[config.mk]
export PLATFORM = sky130hd
export DESIGN_NAME = execUnit
export DESIGN_NICKNAME = d
export VERILOG_FILES = /design/src/design/mipsPkg.sv /design/src/design/execUnit.sv
export SDC_FILE = /design/constraint.sdc
export NUM_CORES = 1
export LEC_CHECK = 0
export ABC_AREA = 1
export BUFFER_PORTS_ARGS = -buffer_cell sky130_fd_sc_hd__buf_2
export CELL_PAD_IN_SITES_DETAIL_PLACEMENT = 0
export CELL_PAD_IN_SITES_GLOBAL_PLACEMENT = 1
export CORE_MARGIN = 2
export CORE_UTILIZATION = 34
export DETAILED_ROUTE_END_ITERATION = 7
export PLACE_DENSITY_LB_ADDON = 0.1
export SLEW_MARGIN = 10
export SYNTH_ARGS = -nofsm -noshare
export SYNTH_HDL_FRONTEND = slang
export SYNTH_SLANG_ARGS = --single-unit
[constraint.sdc]
create_clock -name vclk -period 3.25
set_clock_uncertainty 0.1 [all_clocks]
set_input_delay 0.325 -clock vclk [all_inputs]
set_output_delay 0.325 -clock vclk [all_outputs]
set_load 0.02 [all_outputs]
[src/design/mipsPkg.sv]
`default_nettype none

package mipsPkg;

    // ########################################
    // memory sizes in 32-bit words
    // ########################################

    localparam int IMEM_DEPTH = 256;
    localparam int DMEM_DEPTH = 64;

    // ########################################
    // instruction encodings
    // ########################################

    localparam logic [5:0] OP_RTYPE = 6'h00;
    localparam logic [5:0] OP_J     = 6'h02;
    localparam logic [5:0] OP_BEQ   = 6'h04;
    localparam logic [5:0] OP_ADDIU = 6'h09;
    localparam logic [5:0] OP_ORI   = 6'h0d;
    localparam logic [5:0] OP_LW    = 6'h23;
    localparam logic [5:0] OP_SW    = 6'h2b;

    // function field of R-type instructions
    localparam logic [5:0] FN_ADDU = 6'h21;
    localparam logic [5:0] FN_SUBU = 6'h23;
    localparam logic [5:0] FN_AND  = 6'h24;
    localparam logic [5:0] FN_OR   = 6'h25;
    localparam logic [5:0] FN_SLT  = 6'h2a;

    typedef enum logic [2:0] {
        ALU_ADD,
        ALU_SUB,
        ALU_AND,
        ALU_OR,
        ALU_SLT
    } aluOpT;

    // ########################################
    // control and observation structs
    // ########################################

    typedef struct packed {
        logic  regDst;
        logic  aluSrc;
        logic  zeroExt;
        logic  memToReg;
        logic  regWrite;
        logic  memWrite;
        logic  branch;
        logic  jump;
        aluOpT aluOp;
    } ctrlT;

    typedef struct packed {
        logic        en;
        logic [4:0]  addr;
        logic [31:0] data;
    } regCommitT;

    // addr is a byte address, as computed by the ALU
    typedef struct packed {
        logic        en;
        logic [31:0] addr;
        logic [31:0] data;
    } memCommitT;

    typedef struct packed {
        logic        en;
        logic [7:0]  addr;
        logic [31:0] data;
    } imemLoadT;

endpackage

`default_nettype wire

[src/design/execUnit.sv]
`timescale 1ns/1ps
`default_nettype none

module execUnit import mipsPkg::*; (
    input  wire logic [31:0] inst,
    input  wire ctrlT        ctrl,
    input  wire logic [31:0] rsData,
    input  wire logic [31:0] rtData,
    output logic [31:0]      aluResult,
    output logic             zero
);

    logic [15:0] imm16;
    logic [31:0] imm32;
    logic [31:0] opB;

    assign imm16 = inst[15:0];

    // ori takes the immediate as unsigned, all the others sign-extend
    assign imm32 = ctrl.zeroExt ? {16'h0000, imm16} : {{16{imm16[15]}}, imm16};
    assign opB   = ctrl.aluSrc ? imm32 : rtData;

    always_comb begin
        case (ctrl.aluOp)
            ALU_ADD: aluResult = rsData + opB;
            ALU_SUB: aluResult = rsData - opB;
            ALU_AND: aluResult = rsData & opB;
            ALU_OR:  aluResult = rsData | opB;
            ALU_SLT: aluResult = {31'd0, $signed(rsData) < $signed(opB)};
            default: aluResult = '0;
        endcase
    end

    assign zero = (aluResult == 32'd0);

endmodule

`default_nettype wire

# Word-level counts from Yosys, hierarchy flattened

Index checks and enable logic that the tools add are counted.

Reduce and logical (&&, ||, !) cells: 2
Multipliers: 0
Bitwise operators: 2
Divide/modulo/power cells: 0
Muxes and demuxes: 3
$lt $le $gt $ge: 1
Add/sub/neg operators: 2
Equal/unequal tests: 4
Shifts and indexed selects: 0

Operators with widths:

| cell                 | count |
|---|---|
| $pmux W32 S5         | 1 |
| $mux W32             | 2 |
| $add A32 B32 Y32     | 1 |
| $and A32 B32 Y32     | 1 |
| $logic_not A32 Y1    | 1 |
| $lt A32 B32 Y1       | 1 |
| $or A32 B32 Y32      | 1 |
| $sub A32 B32 Y32     | 1 |
| $eq A3 B2 Y1 const B | 2 |
| $eq A3 B1 Y1 const B | 1 |
| $eq A3 B3 Y1 const B | 1 |
| $logic_not A3 Y1     | 1 |

Memories kept: 0
Bits of input ports: 107
Bits in latches: 0
Flip-flop bits (word level): 0
ROM bits: 0
Bits in writable memories: 0

# Depth between registers and ports, before layout

Depth after elaboration: 5
Mapped depth: 25
Mapped depth without buffers: 23

# Worst setup path before layout

OpenSTA, ideal clock, no wires.

Kind: input-to-output
From: input inst[15]
To: output zero
Cell stages on the path: 21
Path slack: -0.277 ns
Arrival time: 3.102 ns
Path buffers: 2
Cell sequence: inv_1 -> o21ai_0 -> clkbuf_1 -> o21ai_0 -> ha_1 -> buf_6 -> nor2_2 -> inv_1 -> nor2_4 -> nand2_1 -> nor2_1 -> nand2_1 -> nand3_1 -> nand2_1 -> nand3_1 -> nand3_1 -> nor2_1 -> nand2_1 -> nor2_1 -> nand2_1 -> nor2_1

Longest elaborated chain between the ends: 5

RTL lines:

| what                                           | RTL line       | text |
|---|---|---|
| start: declaration                             | execUnit.sv:5  | `input wire logic [31:0] inst,` |
| $mux W32 (*)                                   | execUnit.sv:20 | `assign imm32 = ctrl.zeroExt ? {16'h0000, imm16} : {{16{imm16[15]}}, imm16};` |
| $mux W32 (*)                                   | execUnit.sv:21 | `assign opB = ctrl.aluSrc ? imm32 : rtData;` |
| $sub A32 B32 Y32, or another cell as far along | execUnit.sv:26 | `ALU_SUB: aluResult = rsData - opB;` |
| $pmux W32 S5 (*)                               | execUnit.sv:24 | `case (ctrl.aluOp)` |
| via aluResult[24]                              | execUnit.sv:9  | `output logic [31:0] aluResult,` |
| $logic_not A32 Y1 (*)                          | execUnit.sv:34 | `assign zero = (aluResult == 32'd0);` |
| end: declaration                               | execUnit.sv:10 | `output logic zero` |

The timed path passes the listed nets; every way through them passes the cells marked *.

# Worst setup path after layout

From: input ctrl[9] (netlist name)
To: output zero

Longest elaborated chain between the ends: 4

RTL lines:

| what                                           | RTL line       | text |
|---|---|---|
| start: declaration                             | execUnit.sv:6  | `input wire ctrlT ctrl,` |
| $mux W32 (*)                                   | execUnit.sv:21 |  |
| $sub A32 B32 Y32, or another cell as far along | execUnit.sv:26 |  |
| $pmux W32 S5 (*)                               | execUnit.sv:24 |  |
| $logic_not A32 Y1 (*)                          | execUnit.sv:34 |  |

Every way passes the cells marked *; elsewhere a longest branch is shown, timed or not.

==> results_dict.tcl <==
set metrics [dict create \
    status "finished, violations left" \
    violations "negative setup slack" \
    synth_top_family_by_area "simple AND/OR/NAND/NOR gates" \
    cp-start-kind "primary input" \
    hp-class "in -> out" \
    initial_core_util_pct 34.5 \
    relSlewSlack_pct 35.9 \
    synth_compound_area_share_pct 11.0 \
    peakVddDrop_mv 0.103 \
    path_max_fanout 14 \
    drtAntennaViolNets 0 \
    ys_warn_count 0 \
    post_route_cells_drive_above_1_share_pct 37.8 \
    seqPwrFrac_pct 0 \
    p_int_w 0.00106 \
    fmax_mhz 284 \
    switchingPower_w 0.00138 \
    postSynthAreaPerCell_sq_um 4.97 \
    drc_errors 0 \
    synth_cell_types 31 \
    finalWorstSetupSlack_ns -0.276 \
    power_density_nw_per_um2 220 \
    design_area_sq_um 11100 \
    synth_area_sq_um 6960 \
    wl_per_cell_um 15.1 \
    max_cap_violations 0 \
    crit_start "ctrl[9]" \
    synthCells 1402 \
    finalWirelength_mm 30.6 \
    placed_cell_area_sq_um 9520 \
    via_per_inst 4.72 \
    antenna_cells 0 \
    path_class "in -> out" \
    grt_max_degree 21 \
    tightest_slew_ns 0.960 \
    yosysSeqAreaShare_pct 0 \
    grt.total_usage_pct 27.4 \
    place_ws_ns -0.895 \
    final_common_cell "nand2_1" \
    grt_first_pass_wirelength_mm 47.5 \
    synth-simple-area-share_pct 48.0 \
    synthAdderAreaFrac_pct 19.3 \
    place.gp.congestion 0.937 \
    min-delay-start "ctrl[1]" \
    synthMuxAreaShare_pct 0 \
    design.core.area_sq_um 20200 \
    drt_pass1_iterations 5 \
    synth_xor_area_share_pct 0.252 \
    synthesis.nets 1615 \
    die_area_sq_um 21600 \
    drv_slew 0 \
    p_comb_share_pct 100.0 \
    post-route-period-util_pct 108 \
    area_growth_pct 59.1 \
    final_cell_mix "nand2_1 (408), inv_1 (312), buf_4 (271), buf_2 (109), nand3_1 (96)" \
    std_cell_rows 52 \
    regArea_sq_um 0 \
    first_iter_violations 568 \
    io_buffers 118 \
    die_h_um 147 \
    power_frac_clock_pct 0 \
    grt_pass1_vias 9238 \
    ios 140 \
    hpwl_mm 25.9 \
    fillers 2192 \
    seq_cell_count 0 \
    die_x_um 147 \
    critPathRequiredTime_ns 2.82 \
    clockBufferCount 0 \
    crit_path_end_kind "primary output" \
    cts_hold_buf 0 \
    critPathArrivalTime_ns 3.10 \
    antenna_found_initial 0 \
    fin_util_pct 55.0 \
    fin_crit_ns 3.53 \
    grt.overflow.total 0 \
    finalHoldViolations 0 \
    setup_viol 2 \
    rsz0062_at_grt "true" \
    final_nets 1973 \
    vias 9576 \
    leakagePower_nw 6.60 \
    swShare_pct 56.5 \
]
-- kinds of logic after synthesis --
group / after synthesis
xor+xnor: 2
compound gates: 143
simple gates: 784
fa+ha+maj: 106
buf+inv: 367
-- final cells by class --
type / count / area, sq um / share of cell area [%]
inverter: 326 / 1230 / 11.1
timing repair buffer: 397 / 2820 / 25.4
tap: 270 / 338 / 3.05
multi-input combinational: 1035 / 6700 / 60.5
-- per-layer routing --
layer  global-route usage [%]  vias up  part of all wire, %
met4                     3.56        0                  1.1
li1                         -     4946                    -
met1                     41.3     4311                   49
met3                     2.45       25                  6.8
met5                        0        -                    0
met2                     43.2      294                   43
-- power by group through the flow --
| stage | combinational, W | sequential [W] | clock (W) |
|---|---|---|---|
| 3_5_place_dp | 0.00199 | 0 | 0 |
| 6_report | 0.00244 | 0 | 0 |
| 4_1_cts | 0.00228 | 0 | 0 |
| 3_3_place_gp | 0.00198 | 0 | 0 |
| 5_1_grt | 0.00266 | 0 | 0 |
| 2_1_floorplan | 0.00111 | 0 | 0 |
-- Yosys cell counts (3+ instances only) --
| cell type | instances | area share [%] |
|---|---|---|
| a21oi_1 | 70 | 5.0 |
| buf_6 | 10 | 1.6 |
| nand3_2 | 9 | 1.3 |
| o2111ai_1 | 7 | 0.88 |
| nand2_2 | 5 | 0.45 |
| o21ai_0 | 55 | 4.0 |
| clkbuf_1 | 13 | 0.70 |
| nor2_1 | 115 | 6.2 |
| o21bai_1 | 5 | 0.54 |
| nand3_1 | 121 | 8.7 |
| ha_1 | 104 | 19 |
| nand2_1 | 470 | 25 |
| buf_4 | 9 | 0.97 |
| buf_2 | 9 | 0.65 |
| nor3_1 | 9 | 0.65 |
| nor2_4 | 3 | 0.49 |
| or2_2 | 18 | 1.6 |
| nand4_1 | 10 | 0.90 |
| inv_1 | 322 | 17 |
| nor2_2 | 19 | 1.7 |
| inv_2 | 4 | 0.22 |
-- critical path, cell delays in order --
cell	delay, ns
buf_12	0.10
inv_2	0.05
buf_12	0.14
or2_2	0.28
o21ai_2	0.08
buf_6	0.14
buf_4	0.10
ha_1	0.13
nand2_1	0.07
buf_4	0.15
nand3_4	0.10
nand2_1	0.07
nand2_2	0.10
nand2_1	0.07
nand2_2	0.11
nand2_2	0.06
nand2_1	0.07
nand2_1	0.05
nand3_1	0.08
nand3_2	0.12
nor2_2	0.13
nand2_1	0.06
nor2_1	0.12
nand2_1	0.11
nor2_2	0.16
buf_6	0.14
-- stage by stage --
step                      hold slack (ns)  total power (W)  setup TNS (ns)  std cells
after floorplan                     0.764          0.00111               0       1402
after CTS                            1.14          0.00228          -0.340       2016
after detailed placement             1.11          0.00199           -6.60       1989
after global routing                 1.20          0.00266           -1.41       2028
final                                1.15          0.00244          -0.310       2028
after global placement               1.10          0.00198           -6.21       1989
-- worst paths after layout --
kind,slack (ns),cells after the start,endpoint
setup / recovery,-0.28,26,zero
hold / removal,1.15,6,aluResult[0]
-- timing repair --
item	CTS	global route
cloned	0	0
pin swaps	53	20
setup buffers	27	12
resized for setup	240	99
endpoints found under the setup margin	29	21
Note: power is estimated with default switching activity, not from simulation.
