`src/design/mipsPkg.sv`:
```
`default_nettype none

package mipsPkg;

    // ########################################
    // memory sizes in 32-bit words
    // ########################################

    localparam int IMEM_DEPTH = 256;
    localparam int DMEM_DEPTH = 64;

    // ########################################
    // instruction encodings
    // ########################################

    localparam logic [5:0] OP_RTYPE = 6'h00;
    localparam logic [5:0] OP_J     = 6'h02;
    localparam logic [5:0] OP_BEQ   = 6'h04;
    localparam logic [5:0] OP_ADDIU = 6'h09;
    localparam logic [5:0] OP_ORI   = 6'h0d;
    localparam logic [5:0] OP_LW    = 6'h23;
    localparam logic [5:0] OP_SW    = 6'h2b;

    // function field of R-type instructions
    localparam logic [5:0] FN_ADDU = 6'h21;
    localparam logic [5:0] FN_SUBU = 6'h23;
    localparam logic [5:0] FN_AND  = 6'h24;
    localparam logic [5:0] FN_OR   = 6'h25;
    localparam logic [5:0] FN_SLT  = 6'h2a;

    typedef enum logic [2:0] {
        ALU_ADD,
        ALU_SUB,
        ALU_AND,
        ALU_OR,
        ALU_SLT
    } aluOpT;

    // ########################################
    // control and observation structs
    // ########################################

    typedef struct packed {
        logic  regDst;
        logic  aluSrc;
        logic  zeroExt;
        logic  memToReg;
        logic  regWrite;
        logic  memWrite;
        logic  branch;
        logic  jump;
        aluOpT aluOp;
    } ctrlT;

    typedef struct packed {
        logic        en;
        logic [4:0]  addr;
        logic [31:0] data;
    } regCommitT;

    // addr is a byte address, as computed by the ALU
    typedef struct packed {
        logic        en;
        logic [31:0] addr;
        logic [31:0] data;
    } memCommitT;

    typedef struct packed {
        logic        en;
        logic [7:0]  addr;
        logic [31:0] data;
    } imemLoadT;

endpackage

`default_nettype wire

```
`src/design/regFile.sv`:
```
`timescale 1ns/1ps
`default_nettype none

module regFile import mipsPkg::*; (
    input  wire logic        clk,
    input  wire logic        rstN,
    input  wire logic [31:0] inst,
    input  wire ctrlT        ctrl,
    input  wire logic [31:0] writeData,
    output logic [31:0]      rsData,
    output logic [31:0]      rtData
);

    logic [31:0] regs [32];
    logic [4:0]  rsAddr;
    logic [4:0]  rtAddr;
    logic [4:0]  rdAddr;
    logic [4:0]  writeAddr;

    assign rsAddr    = inst[25:21];
    assign rtAddr    = inst[20:16];
    assign rdAddr    = inst[15:11];
    assign writeAddr = ctrl.regDst ? rdAddr : rtAddr;

    // register zero is never written, so it keeps the value from reset
    always_ff @(posedge clk or negedge rstN) begin
        if (!rstN) begin
            for (int i = 0; i < 32; i++) begin
                regs[i] <= '0;
            end
        end else if (ctrl.regWrite && writeAddr != 5'd0) begin
            regs[writeAddr] <= writeData;
        end
    end

    assign rsData = regs[rsAddr];
    assign rtData = regs[rtAddr];

endmodule

`default_nettype wire

```
`config.mk`:
```
export PLATFORM = sky130hd
export DESIGN_NAME = regFile
export DESIGN_NICKNAME = d
export VERILOG_FILES = /design/src/design/mipsPkg.sv /design/src/design/regFile.sv
export SDC_FILE = /design/constraint.sdc
export NUM_CORES = 2
export LEC_CHECK = 0
export BUFFER_PORTS_ARGS = -buffer_cell sky130_fd_sc_hd__buf_4
export CORE_UTILIZATION = 28
export DETAILED_ROUTE_END_ITERATION = 16
export PLACE_DENSITY = 0.54
export SYNTH_ARGS = -nofsm -noshare
export SYNTH_HDL_FRONTEND = slang
export SYNTH_SLANG_ARGS = --single-unit
```
`constraint.sdc`:
```
create_clock -name clk -period 3.1 [get_ports clk]
set_clock_uncertainty 0.2 [all_clocks]
set_input_delay 0.62 -clock clk [delete_from_list [all_inputs] [get_ports clk]]
set_output_delay 0.62 -clock clk [all_outputs]
set_load 0.02 [all_outputs]
```
Word level (Yosys, flattened, before mapping)
Index checks and enable logic that the tools add are counted.

storage, ports and cells
  register bits = 1,024
  bits of input ports = 77
  output and inout port bits = 64
  logic and storage cells = 52

cells by class
  magnitude comparators = 4
  multiplexer cells = 10
  reductions and logical operators = 3
  bitwise operators = 3

operators by type and width
  kind                                                                           count
  1024-bit bitwise mux                                                           1
  32-bit binary-select mux with 5-bit select                                     2
  32-bit demux with 5-bit select                                                 1
  32-bit two-way mux                                                             5
  6-bit >= comparator (second input constant)                                    3
  5-bit NOT with 6-bit output                                                    3
  6-bit by 1-bit less-than comparator with 1-bit output (second input constant)  1
  5-bit two-way mux                                                              1
  5-bit nonzero test                                                             1
  1-bit logical AND                                                              2

Longest topological paths before layout
  depth after elaboration = 7
  mapped depth = 8
  gate-level depth less buffers = 5

Worst setup path before layout
OpenSTA, ideal clock, no wires.

  path type = input-to-output
  from = in inst[16]
  to = out rtData[16]
  stages on the path = 8
  data required time = 2.280 ns
  path buffers = 4
  setup slack = 0.059 ns
  arrival time = 2.221 ns
  cells stage by stage = buf_2 -> clkbuf_1 -> buf_2 -> buf_2 -> mux2i_1 -> a22oi_1 -> a31oi_1 -> nand3_1

between the ends
  word-level cells in the longest chain between the ends = 4

ends and longest elaborated chain
  item                                                   line           source
  from (decl)                                            regFile.sv:7   input wire logic [31:0] inst,
  5-bit NOT with 6-bit output (not written as such)      regFile.sv:37  assign rtData = regs[rtAddr];
  32-bit binary-select mux with 5-bit select             regFile.sv:37
  32-bit two-way mux (not written as such) (2 in a row)  regFile.sv:37
  to (decl)                                              regFile.sv:11  output logic [31:0] rtData

No other way between the ends. The select of a mux whose other input is x is not followed.

Final worst setup path
  from = in inst[16]
  to = out rtData[22]

Same word-level chain as after synthesis.

==> flow_summary.toml <==
[layout]
largest_reg_flops = 1024
largest_registers = "regs x1024"
layout-drive-gt1-share = 0.384
fin_util = 0.354
num-nets-final = 5022
fillers = 19466
syn2layout_area_growth_pct = 25.3
largest-register = "regs"

[floorplanning]
floorplan.rows = 163
die-height_um = 448
dieWidth_um = 448
core-area_um2 = 197000
io-pin-count = 141
die_area_um2 = 201000
start_util = 0.282

[cts]
clkSinkCount = 1024
worst_skew_pair.late_latency_ns = 0.74
cts_buffer_depth = 3
clock_tree.root_cell = "sky130_fd_sc_hd__clkbuf_16"
tritoncts = "built"
cts.htree.levels = 3
clk_pin_slew_worst_paths_ns = 0.06
number_of_buffers_created_by_cts = 108

[detailed_routing]
antenna_left = 0
vias = 40824
drc = 0
routedWlPerCell_um = 25.6
drt_first_pass_iters = 6
detail_route.vias_per_cell = 5.32
drt-initial-drc-count = 3568
postRouteWirelength_um = 197000

[synth]
cell_area_after_synthesis_um2 = 55700
postSynthCellCount = 4632
async_flop_share = 1.00
synth_edf_count = 0
synth-seq-area-share = 0.460
syn-num-nets = 4709
ys_dominant_reg_cell = "sky130_fd_sc_hd__dfrtp_1"
yosys.area.top_type_share = 0.460
netlist_top_cells_area = "sky130_fd_sc_hd__dfrtp_1 (46%), sky130_fd_sc_hd__mux2_2 (19%), sky130_fd_sc_hd__mux2i_1 (18%), sky130_fd_sc_hd__a22oi_1 (2.6%), sky130_fd_sc_hd__a22o_1 (2.0%)"
synth_most_common_cell = "sky130_fd_sc_hd__mux2i_1"
synth.lib_cells_used.distinct = 43
yosys.area.top_type = "sky130_fd_sc_hd__dfrtp_1"
yosysWarnings = 0
synth_area_per_cell_um2 = 12.0
synthTopCellsByCount = "sky130_fd_sc_hd__mux2i_1 (1,025), sky130_fd_sc_hd__dfrtp_1 (1,024), sky130_fd_sc_hd__mux2_2 (932)"
ys_ff_latch = 1024

[timing]
maximum_frequency_from_static_timing_analysis_ghz = 0.319
min_period_ns = 3.13
final_sum_of_negative_setup_slack_ns = -0.138
timing.max_slew.rel_slack = 0.450
finalHoldViolCount = 0
period_share = 1.01
grt_setup_unrepaired = "true"
final-max-slew-violation-count = 0
finalSetupViolations = 6
final_critical_path_setup_slack_ns = -0.0320
slew_at_the_pin_closest_to_its_max_slew_limit_ns = 0.826

[worst_setup_path]
cp_data_required_time_ns = 2.28
cp_cell_sequence = "buf_16 > buf_12 > bufbuf_16 > mux2i_1 > a22o_1 > nor3_2 > a31oi_1 > nand3_1 > buf_4"
crit_path_leading_delay_family = "buffers and inverters"
critical-path-slowest-cell = "sky130_fd_sc_hd__bufbuf_16"
cp_peak_stage_delay_ns = 0.33
cp_data_arrival_time_ns = 2.31
worstPathBufferInverterCount = 4
worstSetupStartpointType = "input pin"
timing.setup.critical_path_class = "input pin to output port"
critPathCaptureType = "output port"
worstPathMaxFanout = 14

[global_route]
global_route.peak_usage_layer = "met2"
grt_util_met3 = 0.0294
grt_pass1_wl_um = 287000
initial_antenna_violation_count = 12
global_route.usage.met2 = 0.300
groute.layer.met1.usage = 0.266
grt_start_max_net_pins = 89
via_count_of_the_first_global_routing_pass = 41693
track_usage = 0.191
gr-total-overflow = 0

[placed_design]
place.detailed.hpwl_um = 122000
routabilityCongestion = 0.845
numPortBuffers = 114

[power_and_ir_drop]
vdd.ir_drop.worst_mv = 0.489
total_power_of_the_final_layout_mw = 42.3
power-per-cell-area_nw_per_um2 = 606
p_leak_nw = 32.3

[outcome]
failed_checks = "setup timing"
outcome = "complete, but fails checks"

[job]
max_cap_violations = 0

[min_path]
worstHoldPathType = "input pin to flip-flop"
kinds of logic (layout without fill, tap and decap cells):
logic type	count (synthesis)	after routing	synth area share
other	0	3	0
and+or+nand+nor	517	518	0.0440
AOI/OAI and AO/OA	589	589	0.0722
DFF	1024	1024	0.460
buffers and inverters	484	888	0.0388
muxes	2018	2018	0.385
routing by layer:
| layer | part of all wire | up-vias |
|---|---|---|
| li1 | - | 17761 |
| met1 | 0.45 | 21380 |
| met2 | 0.46 | 1282 |
| met3 | 0.054 | 401 |
| met4 | 0.036 | 0 |
| met5 | 0 | - |
stage by stage:
step	worst slack, ns	hold slack, ns	cell area [µm²]	std cells
6_report	-0.0320	0.166	69800	7680
4_1_cts	-0.0121	0.113	68300	7593
5_1_grt	-0.0663	0.154	69800	7680
3_5_place_dp	-0.120	0.188	63600	7360
2_1_floorplan	0.0594	0.124	55700	4632
3_3_place_gp	-0.111	0.186	63600	7360
cell type report:
type	count	area, µm²	area share
Timing Repair Buffer	681	8250	0.118
Clock buffer	160	3230	0.0463
Sequential cell	1024	25600	0.367
Antenna cell	3	7.51	0.000108
Multi-Input combinational cell	3125	28800	0.412
Tap cell	2640	3300	0.0473
Clock inverter	42	574	0.00823
Inverter	5	18.8	0.000269
what timing repair did:
item / 4_1_cts / 5_1_grt
hold buffers: 1 / 0
pin swaps: 7 / 46
endpoints found under the hold margin: 112 / 0
resized for setup: 61 / 113
endpoints found under the setup margin: 39 / 56
gates cloned: 12 / 9
buffers inserted: 18 / 78
final timing paths:
| check | depth (start not counted) | slack (ns) | startpoint | endpoint |
|---|---|---|---|---|
| max reg2reg | 2 | 1.97 | regs[957] | regs[957] |
| max in group asynchronous | 4 | 1.40 | rstN | regs[731] |
| min | 2 | 0.17 | writeData[28] | regs[60] |
| max | 9 | -0.03 | inst[16] | rtData[22] |
| min reg2reg | 0 | 0.20 | regs[993] | regs[993] |
| min in group asynchronous | 2 | 0.19 | rstN | regs[231] |
power breakdown:
part           switching [mW]  internal, mW
Clock                    5.77          8.28
Combinational            4.28          5.20
Sequential               2.40          16.4
Total                    12.5          29.9
placed cells by master, fill, tap and decap left out, types with 4 or more instances in the layout:
cell type / instances
sky130_fd_sc_hd__mux2_1: 61
sky130_fd_sc_hd__a22oi_1: 192
sky130_fd_sc_hd__nor3_1: 36
sky130_fd_sc_hd__bufbuf_16: 8
sky130_fd_sc_hd__dfrtp_1: 1024
sky130_fd_sc_hd__mux2_2: 932
sky130_fd_sc_hd__mux2i_1: 1015
sky130_fd_sc_hd__nand2b_2: 4
sky130_fd_sc_hd__nor2b_4: 4
sky130_fd_sc_hd__a31oi_1: 34
sky130_fd_sc_hd__a31oi_4: 10
sky130_fd_sc_hd__bufinv_16: 13
sky130_fd_sc_hd__clkbuf_1: 22
sky130_fd_sc_hd__inv_1: 5
sky130_fd_sc_hd__nand2_1: 196
sky130_fd_sc_hd__clkbuf_8: 27
sky130_fd_sc_hd__buf_12: 172
sky130_fd_sc_hd__nand2b_1: 4
sky130_fd_sc_hd__nand3_1: 171
sky130_fd_sc_hd__a31oi_2: 21
sky130_fd_sc_hd__nor3_4: 7
sky130_fd_sc_hd__buf_16: 24
sky130_fd_sc_hd__clkbuf_16: 120
sky130_fd_sc_hd__or2_2: 4
sky130_fd_sc_hd__buf_6: 37
sky130_fd_sc_hd__clkinv_2: 22
sky130_fd_sc_hd__buf_4: 429
sky130_fd_sc_hd__nor2_4: 21
sky130_fd_sc_hd__a21oi_1: 195
sky130_fd_sc_hd__nand3_2: 19
sky130_fd_sc_hd__a22o_1: 128
sky130_fd_sc_hd__mux2i_2: 9
sky130_fd_sc_hd__nand3_4: 6
sky130_fd_sc_hd__nor3_2: 28
Power figures use the tool's default switching activity.
