--- config.mk ---
export PLATFORM = sky130hd
export DESIGN_NAME = controlDecode
export DESIGN_NICKNAME = d
export VERILOG_FILES = /design/src/design/mipsPkg.sv /design/src/design/controlDecode.sv
export SDC_FILE = /design/constraint.sdc
export NUM_CORES = 1
export LEC_CHECK = 0
export BUFFER_PORTS_ARGS = -buffer_cell sky130_fd_sc_hd__buf_2
export CAP_MARGIN = 10
export CORE_AREA = 2 2 39 41
export DETAILED_ROUTE_END_ITERATION = 10
export DIE_AREA = 0 0 41 43
export GPL_ROUTABILITY_DRIVEN = 0
export MAX_ROUTING_LAYER = met4
export REMOVE_ABC_BUFFERS = 1
export SETUP_SLACK_MARGIN = 0.2
export SYNTH_ARGS = -nofsm -noshare
export SYNTH_HDL_FRONTEND = slang
export SYNTH_SLANG_ARGS = --single-unit
--- constraint.sdc ---
create_clock -name vclk -period 1.16
set_input_delay 0.058 -clock vclk [all_inputs]
set_output_delay 0.058 -clock vclk [all_outputs]
set_load 0.02 [all_outputs]
--- src/design/mipsPkg.sv ---
`default_nettype none

package mipsPkg;

    // ########################################
    // memory sizes in 32-bit words
    // ########################################

    localparam int IMEM_DEPTH = 256;
    localparam int DMEM_DEPTH = 64;

    // ########################################
    // instruction encodings
    // ########################################

    localparam logic [5:0] OP_RTYPE = 6'h00;
    localparam logic [5:0] OP_J     = 6'h02;
    localparam logic [5:0] OP_BEQ   = 6'h04;
    localparam logic [5:0] OP_ADDIU = 6'h09;
    localparam logic [5:0] OP_ORI   = 6'h0d;
    localparam logic [5:0] OP_LW    = 6'h23;
    localparam logic [5:0] OP_SW    = 6'h2b;

    // function field of R-type instructions
    localparam logic [5:0] FN_ADDU = 6'h21;
    localparam logic [5:0] FN_SUBU = 6'h23;
    localparam logic [5:0] FN_AND  = 6'h24;
    localparam logic [5:0] FN_OR   = 6'h25;
    localparam logic [5:0] FN_SLT  = 6'h2a;

    typedef enum logic [2:0] {
        ALU_ADD,
        ALU_SUB,
        ALU_AND,
        ALU_OR,
        ALU_SLT
    } aluOpT;

    // ########################################
    // control and observation structs
    // ########################################

    typedef struct packed {
        logic  regDst;
        logic  aluSrc;
        logic  zeroExt;
        logic  memToReg;
        logic  regWrite;
        logic  memWrite;
        logic  branch;
        logic  jump;
        aluOpT aluOp;
    } ctrlT;

    typedef struct packed {
        logic        en;
        logic [4:0]  addr;
        logic [31:0] data;
    } regCommitT;

    // addr is a byte address, as computed by the ALU
    typedef struct packed {
        logic        en;
        logic [31:0] addr;
        logic [31:0] data;
    } memCommitT;

    typedef struct packed {
        logic        en;
        logic [7:0]  addr;
        logic [31:0] data;
    } imemLoadT;

endpackage

`default_nettype wire

--- src/design/controlDecode.sv ---
`timescale 1ns/1ps
`default_nettype none

module controlDecode import mipsPkg::*; (
    input  wire logic [31:0] inst,
    output ctrlT             ctrl
);

    logic [5:0] opcode;
    logic [5:0] funct;

    assign opcode = inst[31:26];
    assign funct  = inst[5:0];

    always_comb begin
        // anything not matched below falls through as a nop
        ctrl       = '0;
        ctrl.aluOp = ALU_ADD;
        unique case (opcode)
            OP_RTYPE: begin
                ctrl.regDst   = 1'b1;
                ctrl.regWrite = 1'b1;
                case (funct)
                    FN_ADDU: ctrl.aluOp = ALU_ADD;
                    FN_SUBU: ctrl.aluOp = ALU_SUB;
                    FN_AND:  ctrl.aluOp = ALU_AND;
                    FN_OR:   ctrl.aluOp = ALU_OR;
                    FN_SLT:  ctrl.aluOp = ALU_SLT;
                    default: ctrl.regWrite = 1'b0;
                endcase
            end
            OP_ADDIU: begin
                ctrl.aluSrc   = 1'b1;
                ctrl.regWrite = 1'b1;
            end
            OP_ORI: begin
                ctrl.aluSrc   = 1'b1;
                ctrl.zeroExt  = 1'b1;
                ctrl.regWrite = 1'b1;
                ctrl.aluOp    = ALU_OR;
            end
            OP_LW: begin
                ctrl.aluSrc   = 1'b1;
                ctrl.memToReg = 1'b1;
                ctrl.regWrite = 1'b1;
            end
            OP_SW: begin
                ctrl.aluSrc   = 1'b1;
                ctrl.memWrite = 1'b1;
            end
            OP_BEQ: begin
                // the subtract drives the zero flag used by pcUnit
                ctrl.branch = 1'b1;
                ctrl.aluOp  = ALU_SUB;
            end
            OP_J: begin
                ctrl.jump = 1'b1;
            end
            default: begin
                ctrl.regWrite = 1'b0;
            end
        endcase
    end

endmodule

`default_nettype wire

* Word-level counts from Yosys, hierarchy flattened
Index checks and enable logic that the tools add are counted.
** Operators by class
- Reductions and logical operators :: 4
- Multiplexer cells :: 11
- Eq/ne operators :: 11
** Operators by type and width (number)
- 6-bit equality test (second input constant) :: 7
- 6-bit by 4-bit equality test with 1-bit output (second input constant) :: 2
- 3-bit case mux with 4 select lines :: 1
- 3-bit case mux with 3 select lines :: 1
- 1-bit 2-to-1 mux :: 8
- 6-bit by 2-bit equality test with 1-bit output (second input constant) :: 1
- 6-bit by 3-bit equality test with 1-bit output (second input constant) :: 1
- 6-bit logical NOT :: 1
- 5-bit OR reduction :: 1
- 4-bit OR reduction :: 1
- 3-bit OR reduction :: 1
- 1-bit case mux with 2 select lines :: 1
** Word-level totals
- Bits of input ports :: 32
- Register bits :: 0
- Output and inout port bits :: 11
- Word-level logic and storage cells :: 26

* Longest topological paths before layout
Gate-level depths: netlist of run 1.
- Word-level depth :: 4
- Depth in mapped cells :: 4

* Worst setup path after synthesis of run 1
OpenSTA, ideal clock, no wires.
- Path type :: input to output
- Start :: input port inst[26]
- End :: output port ctrl[1] (netlist name)
- Setup slack :: -0.222 ns
- Stages on the path :: 4
- Path buffers :: 0
- Data required time :: 1.102 ns
- Data arrival time :: 1.324 ns
- Cells stage by stage :: or4_4 > nor3_4 > nand2_2 > o31ai_2
** RTL lines
- start: declaration :: line controlDecode.sv:5 : input wire logic [31:0] inst,
- end: declaration :: line controlDecode.sv:6 : output ctrlT ctrl

==> impl_metrics.py, run 1 <==
metrics = {
    "drt": {
        "drt_iter0_drc": 2,
        "via_count": 347,
        "drtAntennaViolNets": 0,
        "drc": 0,
        "wl_per_cell_um": 10.7,
        "firstDrtPassIters": 2,
        "drt-total-wl_um": 831,
        "viasPerCell": 4.45,
    },
    "setup_path": {
        "arrival_ps": 1300,
        "cp-end-kind": "output pin",
        "cp_slowest_stage_delay_ps": 550,
        "crit_path_cell_trace": "buf_6, or4_4, nor3_4, nand2_2, o31ai_2, buf_4",
        "critPathTopFamily": "simple AND/OR/NAND/NOR gates",
        "crit_start": "inst[26]",
        "startpoint_type": "input port",
        "cp.depth": 6,
        "cp-endpoint": "ctrl[1]",
        "worstPathMaxFanout": 3,
        "critPathBufInv": 2,
        "crit_slowest_cell": "or4_4",
        "crit_type": "input port to output pin",
        "required_ps": 1100,
    },
    "synth": {
        "synthMuxAreaShare_pct": 0,
        "synthSimpleGateAreaFrac_pct": 69.7,
        "synth.avg_cell_area_sq_um": 6.88,
        "netlist_area_sq_um": 206,
        "yosysTopAreaCell": "nor4b_1",
        "synth_cell_types": 22,
        "synth.area.top_cells": "nor4b_1 13%, nor3_4 7.9%, nand2b_1 6.1%, nand4_1 6.1%, o31ai_2 6.1%",
        "yosysTopAreaCellShare_pct": 12.7,
        "yosys.area_share.xor_xnor_pct": 4.24,
        "synth_adder_area_share_pct": 0,
        "synth-compound-area-share_pct": 20.6,
        "synth_top_family_by_area": "simple AND/OR/NAND/NOR gates",
        "syn-instance-count": 30,
        "ys_warn_count": 0,
        "yosysSeqAreaShare_pct": 0,
    },
    "placed_design": {
        "place_area_sq_um": 394,
        "io_buffers": 23,
        "dpl.cell_count": 76,
        "place_hpwl_um": 660,
    },
    "grt": {
        "grt_pass1_vias": 317,
        "grt_pass1_wl_um": 1170,
        "grt_usage_pct": 8.92,
        "antenna_found_initial": 0,
        "grt_max_degree": 8,
        "grt_overflow": 0,
    },
    "run_status": {
        "failed_checks": "negative setup slack",
        "status": "complete, but fails checks",
    },
    "power": {
        "peakVddDrop_mv": 0.0748,
        "power_per_cell_area_nw_per_um2": 231,
        "p_leak_nw": 0.257,
        "clock_power_share_pct": 0,
        "power_switching_mw": 0.0588,
        "power.internal_mw": 0.0616,
        "swShare_pct": 48.8,
        "seq_power_share_pct": 0,
        "p_comb_share_pct": 100.0,
    },
    "sta": {
        "tightest_slew_ps": 477,
        "min_period_over_period_pct": 117,
        "finalSetupViolations": 5,
        "hold_violations": 0,
        "slew-limit-headroom_pct": 67.8,
        "fmax_ghz": 0.738,
        "final-max-slew-violation-count": 0,
        "setup_ws_ps": -195,
        "min_period_ps": 1350,
        "rsz0062_at_grt": "yes",
    },
    "floorplanning": {
        "rows": 14,
        "fp.dieH_um": 43,
        "io_pins": 43,
        "coreArea_sq_um": 1380,
        "dieArea_sq_um": 1760,
        "start_util_pct": 14.9,
        "die_w_um": 41,
    },
    "layout": {
        "mostFrequentLayoutCells": "12 x buf_2, 10 x buf_6, 10 x buf_4",
        "final_common_cell": "buf_2",
        "fin_cells": 78,
        "nets": 96,
        "final_cell_area_sq_um": 520,
        "ff_latch_area_sq_um": 0,
        "antennaDiodeCount": 0,
        "n_fill_cell": 146,
        "seq_cells": 0,
        "area_delta_synth_final_pct": 152,
        "drive_above_1_share_pct": 69.4,
        "nClkBuffers": 0,
    },
    "run": {
        "maxCapViolations": 0,
    },
    "hold_path": {
        "hold_path_class": "input port to output pin",
    },
}
==> layer usage <==
layer	up-vias	wire length [um]	global-route usage (%)	share of wire (%)
li1	182	-	-	-
met1	153	336	12.1	40
met2	12	444	15.3	53
met3	0	51	0	6.1
met4	0	0	0	0
met5	-	0	-	0
==> synth_stat cells (2+ instances only) <==
master,number
nor4b_1,3
inv_1,3
nand4_1,2
nor2_1,3
nand2b_1,2
==> power by group through the flow <==
stage | sequential (mW) | clock [mW] | combinational [mW]
after detailed placement | 0 | 0 | 0.0941
after floorplan | 0 | 0 | 0.0321
after global placement | 0 | 0 | 0.0921
after CTS | 0 | 0 | 0.112
final | 0 | 0 | 0.120
after global routing | 0 | 0 | 0.129
==> worst min-delay path by stage <==
stage / from / end / cells past startpoint
floorplan: inst[27] / ctrl[10] / 1
global placement: inst[3] / ctrl[1] / 3
detailed placement: inst[3] / ctrl[1] / 3
CTS: inst[3] / ctrl[1] / 3
global route: inst[3] / ctrl[1] / 3
finish: inst[3] / ctrl[1] / 3
==> final cells by class <==
type	instances	area, sq um	share of cell area (%)
inverter	3	11.3	2.16
multi-input combinational	27	241	46.4
tap	16	20.0	3.85
timing repair buffer	32	248	47.6
==> logic make-up after synthesis <==
group | after synthesis
simple gates | 21
compound gates | 5
buf+inv | 3
xor+xnor | 1
==> repair_timing <==
action	CTS	global route
gates resized for setup	18	8
setup buffers	2	0
hold buffers	0	0
pin swaps	4	2
setup endpoints to repair	9	9
==> through the flow <==
stage	setup TNS, ps	total power, mW	hold slack [ps]	utilization (%)	setup WS (ps)
2_1_floorplan	-637	0.0321	157	-	-222
3_3_place_gp	-597	0.0921	440	28.5	-214
3_5_place_dp	-575	0.0941	446	28.5	-223
4_1_cts	-545	0.112	448	35.4	-208
5_1_grt	-731	0.129	459	37.6	-258
6_report	-496	0.120	442	37.6	-195
Power figures use the tool's default switching activity.
==> run 2: changes to the inputs <==
REMOVE_ABC_BUFFERS = not set   (was 1)
==> run 2 against run 1 <==
The flow still finishes with violations (negative setup slack). Power up 22%. Global-route usage is 1.9 points higher. Maximum frequency grew 1.3%. Combinational power is 22% higher. Cell count increased by 5.1%. Core utilization grew 7.7 points. First-iteration DRC count increased by 100%. Highest routed layer unchanged. Clock-buffer cell count unchanged. Flip-flop and latch count did not move. Non-clock buffer count up 4. Hold slack lost 13 ps.
==> impl_metrics.py, run 2 (same netlist as run 1, synthesis figures left out) <==
metrics = {
    "grt": {
        "antenna_found_initial": 0,
        "grt_pass1_vias": 344,
        "grt_usage_pct": 10.9,
        "grt_pass1_wl_um": 1400,
        "grt_max_degree": 8,
        "grt_overflow": 0,
    },
    "setup_path": {
        "crit_path_cell_trace": "buf_6, or4_4, nor3_4, nand2_2, o31ai_4, buf_6",
        "crit_slowest_cell": "or4_4",
        "required_ps": 1100,
        "arrival_ps": 1280,
        "crit_type": "input port to output pin",
        "crit_start": "inst[26]",
        "cp_slowest_stage_delay_ps": 540,
        "cp-end-kind": "output pin",
        "startpoint_type": "input port",
        "worstPathMaxFanout": 3,
        "crit_top_cell": "buf_6",
    },
    "layout": {
        "final_cell_area_sq_um": 627,
        "seq_cells": 0,
        "drive_above_1_share_pct": 78.8,
        "final_common_cell": "buf_6",
        "nets": 100,
        "mostFrequentLayoutCells": "15 x buf_6, 12 x buf_4, 9 x buf_2",
        "antennaDiodeCount": 0,
        "utilization_pct": 45.3,
        "area_delta_synth_final_pct": 204,
        "n_fill_cell": 139,
        "ff_latch_area_sq_um": 0,
        "nClkBuffers": 0,
    },
    "sta": {
        "rsz0062_at_grt": "yes",
        "slew-limit-headroom_pct": 69.5,
        "hold_violations": 0,
        "final-max-slew-violation-count": 0,
        "min_period_over_period_pct": 115,
        "fmax_ghz": 0.748,
        "setup_ws_ps": -177,
        "tightest_slew_ps": 451,
        "finalSetupViolations": 5,
        "min_period_ps": 1340,
    },
    "run_status": {
        "failed_checks": "negative setup slack",
        "status": "complete, but fails checks",
    },
    "drt": {
        "drt_iter0_drc": 4,
        "drtAntennaViolNets": 0,
        "viasPerCell": 4.67,
        "drc": 0,
        "drt-total-wl_um": 875,
        "wl_per_cell_um": 10.7,
        "firstDrtPassIters": 4,
        "via_count": 383,
    },
    "floorplanning": {
        "die_w_um": 41,
        "dieArea_sq_um": 1760,
        "coreArea_sq_um": 1380,
        "fp.dieH_um": 43,
        "start_util_pct": 14.9,
        "io_pins": 43,
        "rows": 14,
    },
    "power": {
        "power_per_cell_area_nw_per_um2": 235,
        "swShare_pct": 48.2,
        "peakVddDrop_mv": 0.0937,
        "power_switching_mw": 0.0708,
        "p_comb_share_pct": 100.0,
        "clock_power_share_pct": 0,
        "power.internal_mw": 0.0762,
        "seq_power_share_pct": 0,
        "p_leak_nw": 0.304,
    },
    "placed_design": {
        "io_buffers": 23,
        "place_area_sq_um": 479,
        "place_hpwl_um": 690,
    },
    "hold_path": {
        "hold_path_class": "input port to output pin",
        "hold_path.startpoint": "inst[3]",
        "min_to": "ctrl[1]",
        "hold_path_depth": 3,
    },
    "cts": {
        "cts_hold_buf": 0,
    },
    "synth": {
        "syn_nets": 62,
    },
    "run": {
        "maxCapViolations": 0,
    },
}
[run 2: power groups by stage]
stage	Sequential (mW)	Clock [mW]	Combinational [mW]
2_1_floorplan	0	0	0.0397
3_3_place_gp	0	0	0.113
3_5_place_dp	0	0	0.114
4_1_cts	0	0	0.135
5_1_grt	0	0	0.159
6_report	0	0	0.147
[run 2: layer usage]
layer  track usage (%)  vias to the layer above  share of wire (%)
met1              15.6                      179                 41
met5                 -                        -                  0
li1                  -                      189                  -
met3                 0                        0                5.9
met2              17.8                       15                 53
met4                 0                        0                  0
[run 2: how the worst max path moves through the flow]
stage	cells after the start	slack (ps)	endpoint
floorplan	4	-150	ctrl[1]
global placement	6	-210	ctrl[1]
detailed placement	6	-220	ctrl[1]
CTS	6	-190	ctrl[1]
global route	6	-260	ctrl[1]
finish	6	-180	ctrl[1]
[run 2: through the flow]
stage	total power, mW	hold WS [ps]	std cells	worst slack, ps	setup TNS, ps
after global placement	0.113	452	80	-208	-533
after CTS	0.135	433	82	-192	-527
after detailed placement	0.114	452	80	-217	-567
after global routing	0.159	456	82	-257	-785
final	0.147	429	82	-177	-481
after floorplan	0.0397	153	30	-146	-254
[run 2: repair_timing]
item | 4_1_cts | 5_1_grt
resized for setup | 25 | 11
setup buffers | 2 | 0
pin swaps | 7 | 7
endpoints found under the setup margin | 9 | 11
gates cloned | 0 | 0
[run 2: layout make-up]
| class | instances | area [sq um] | share of cell area [%] |
|---|---|---|---|
| multi-input combinational | 27 | 292 | 46.5 |
| timing repair buffer | 36 | 304 | 48.5 |
| inverter | 3 | 11.3 | 1.80 |
| tap | 16 | 20.0 | 3.19 |
[run 2: worst max-delay path: cells and delay by family]
family / cells / cell delay (ps)
buf+inv: 2 / 230
simple gates: 3 / 800
compound gates: 1 / 180
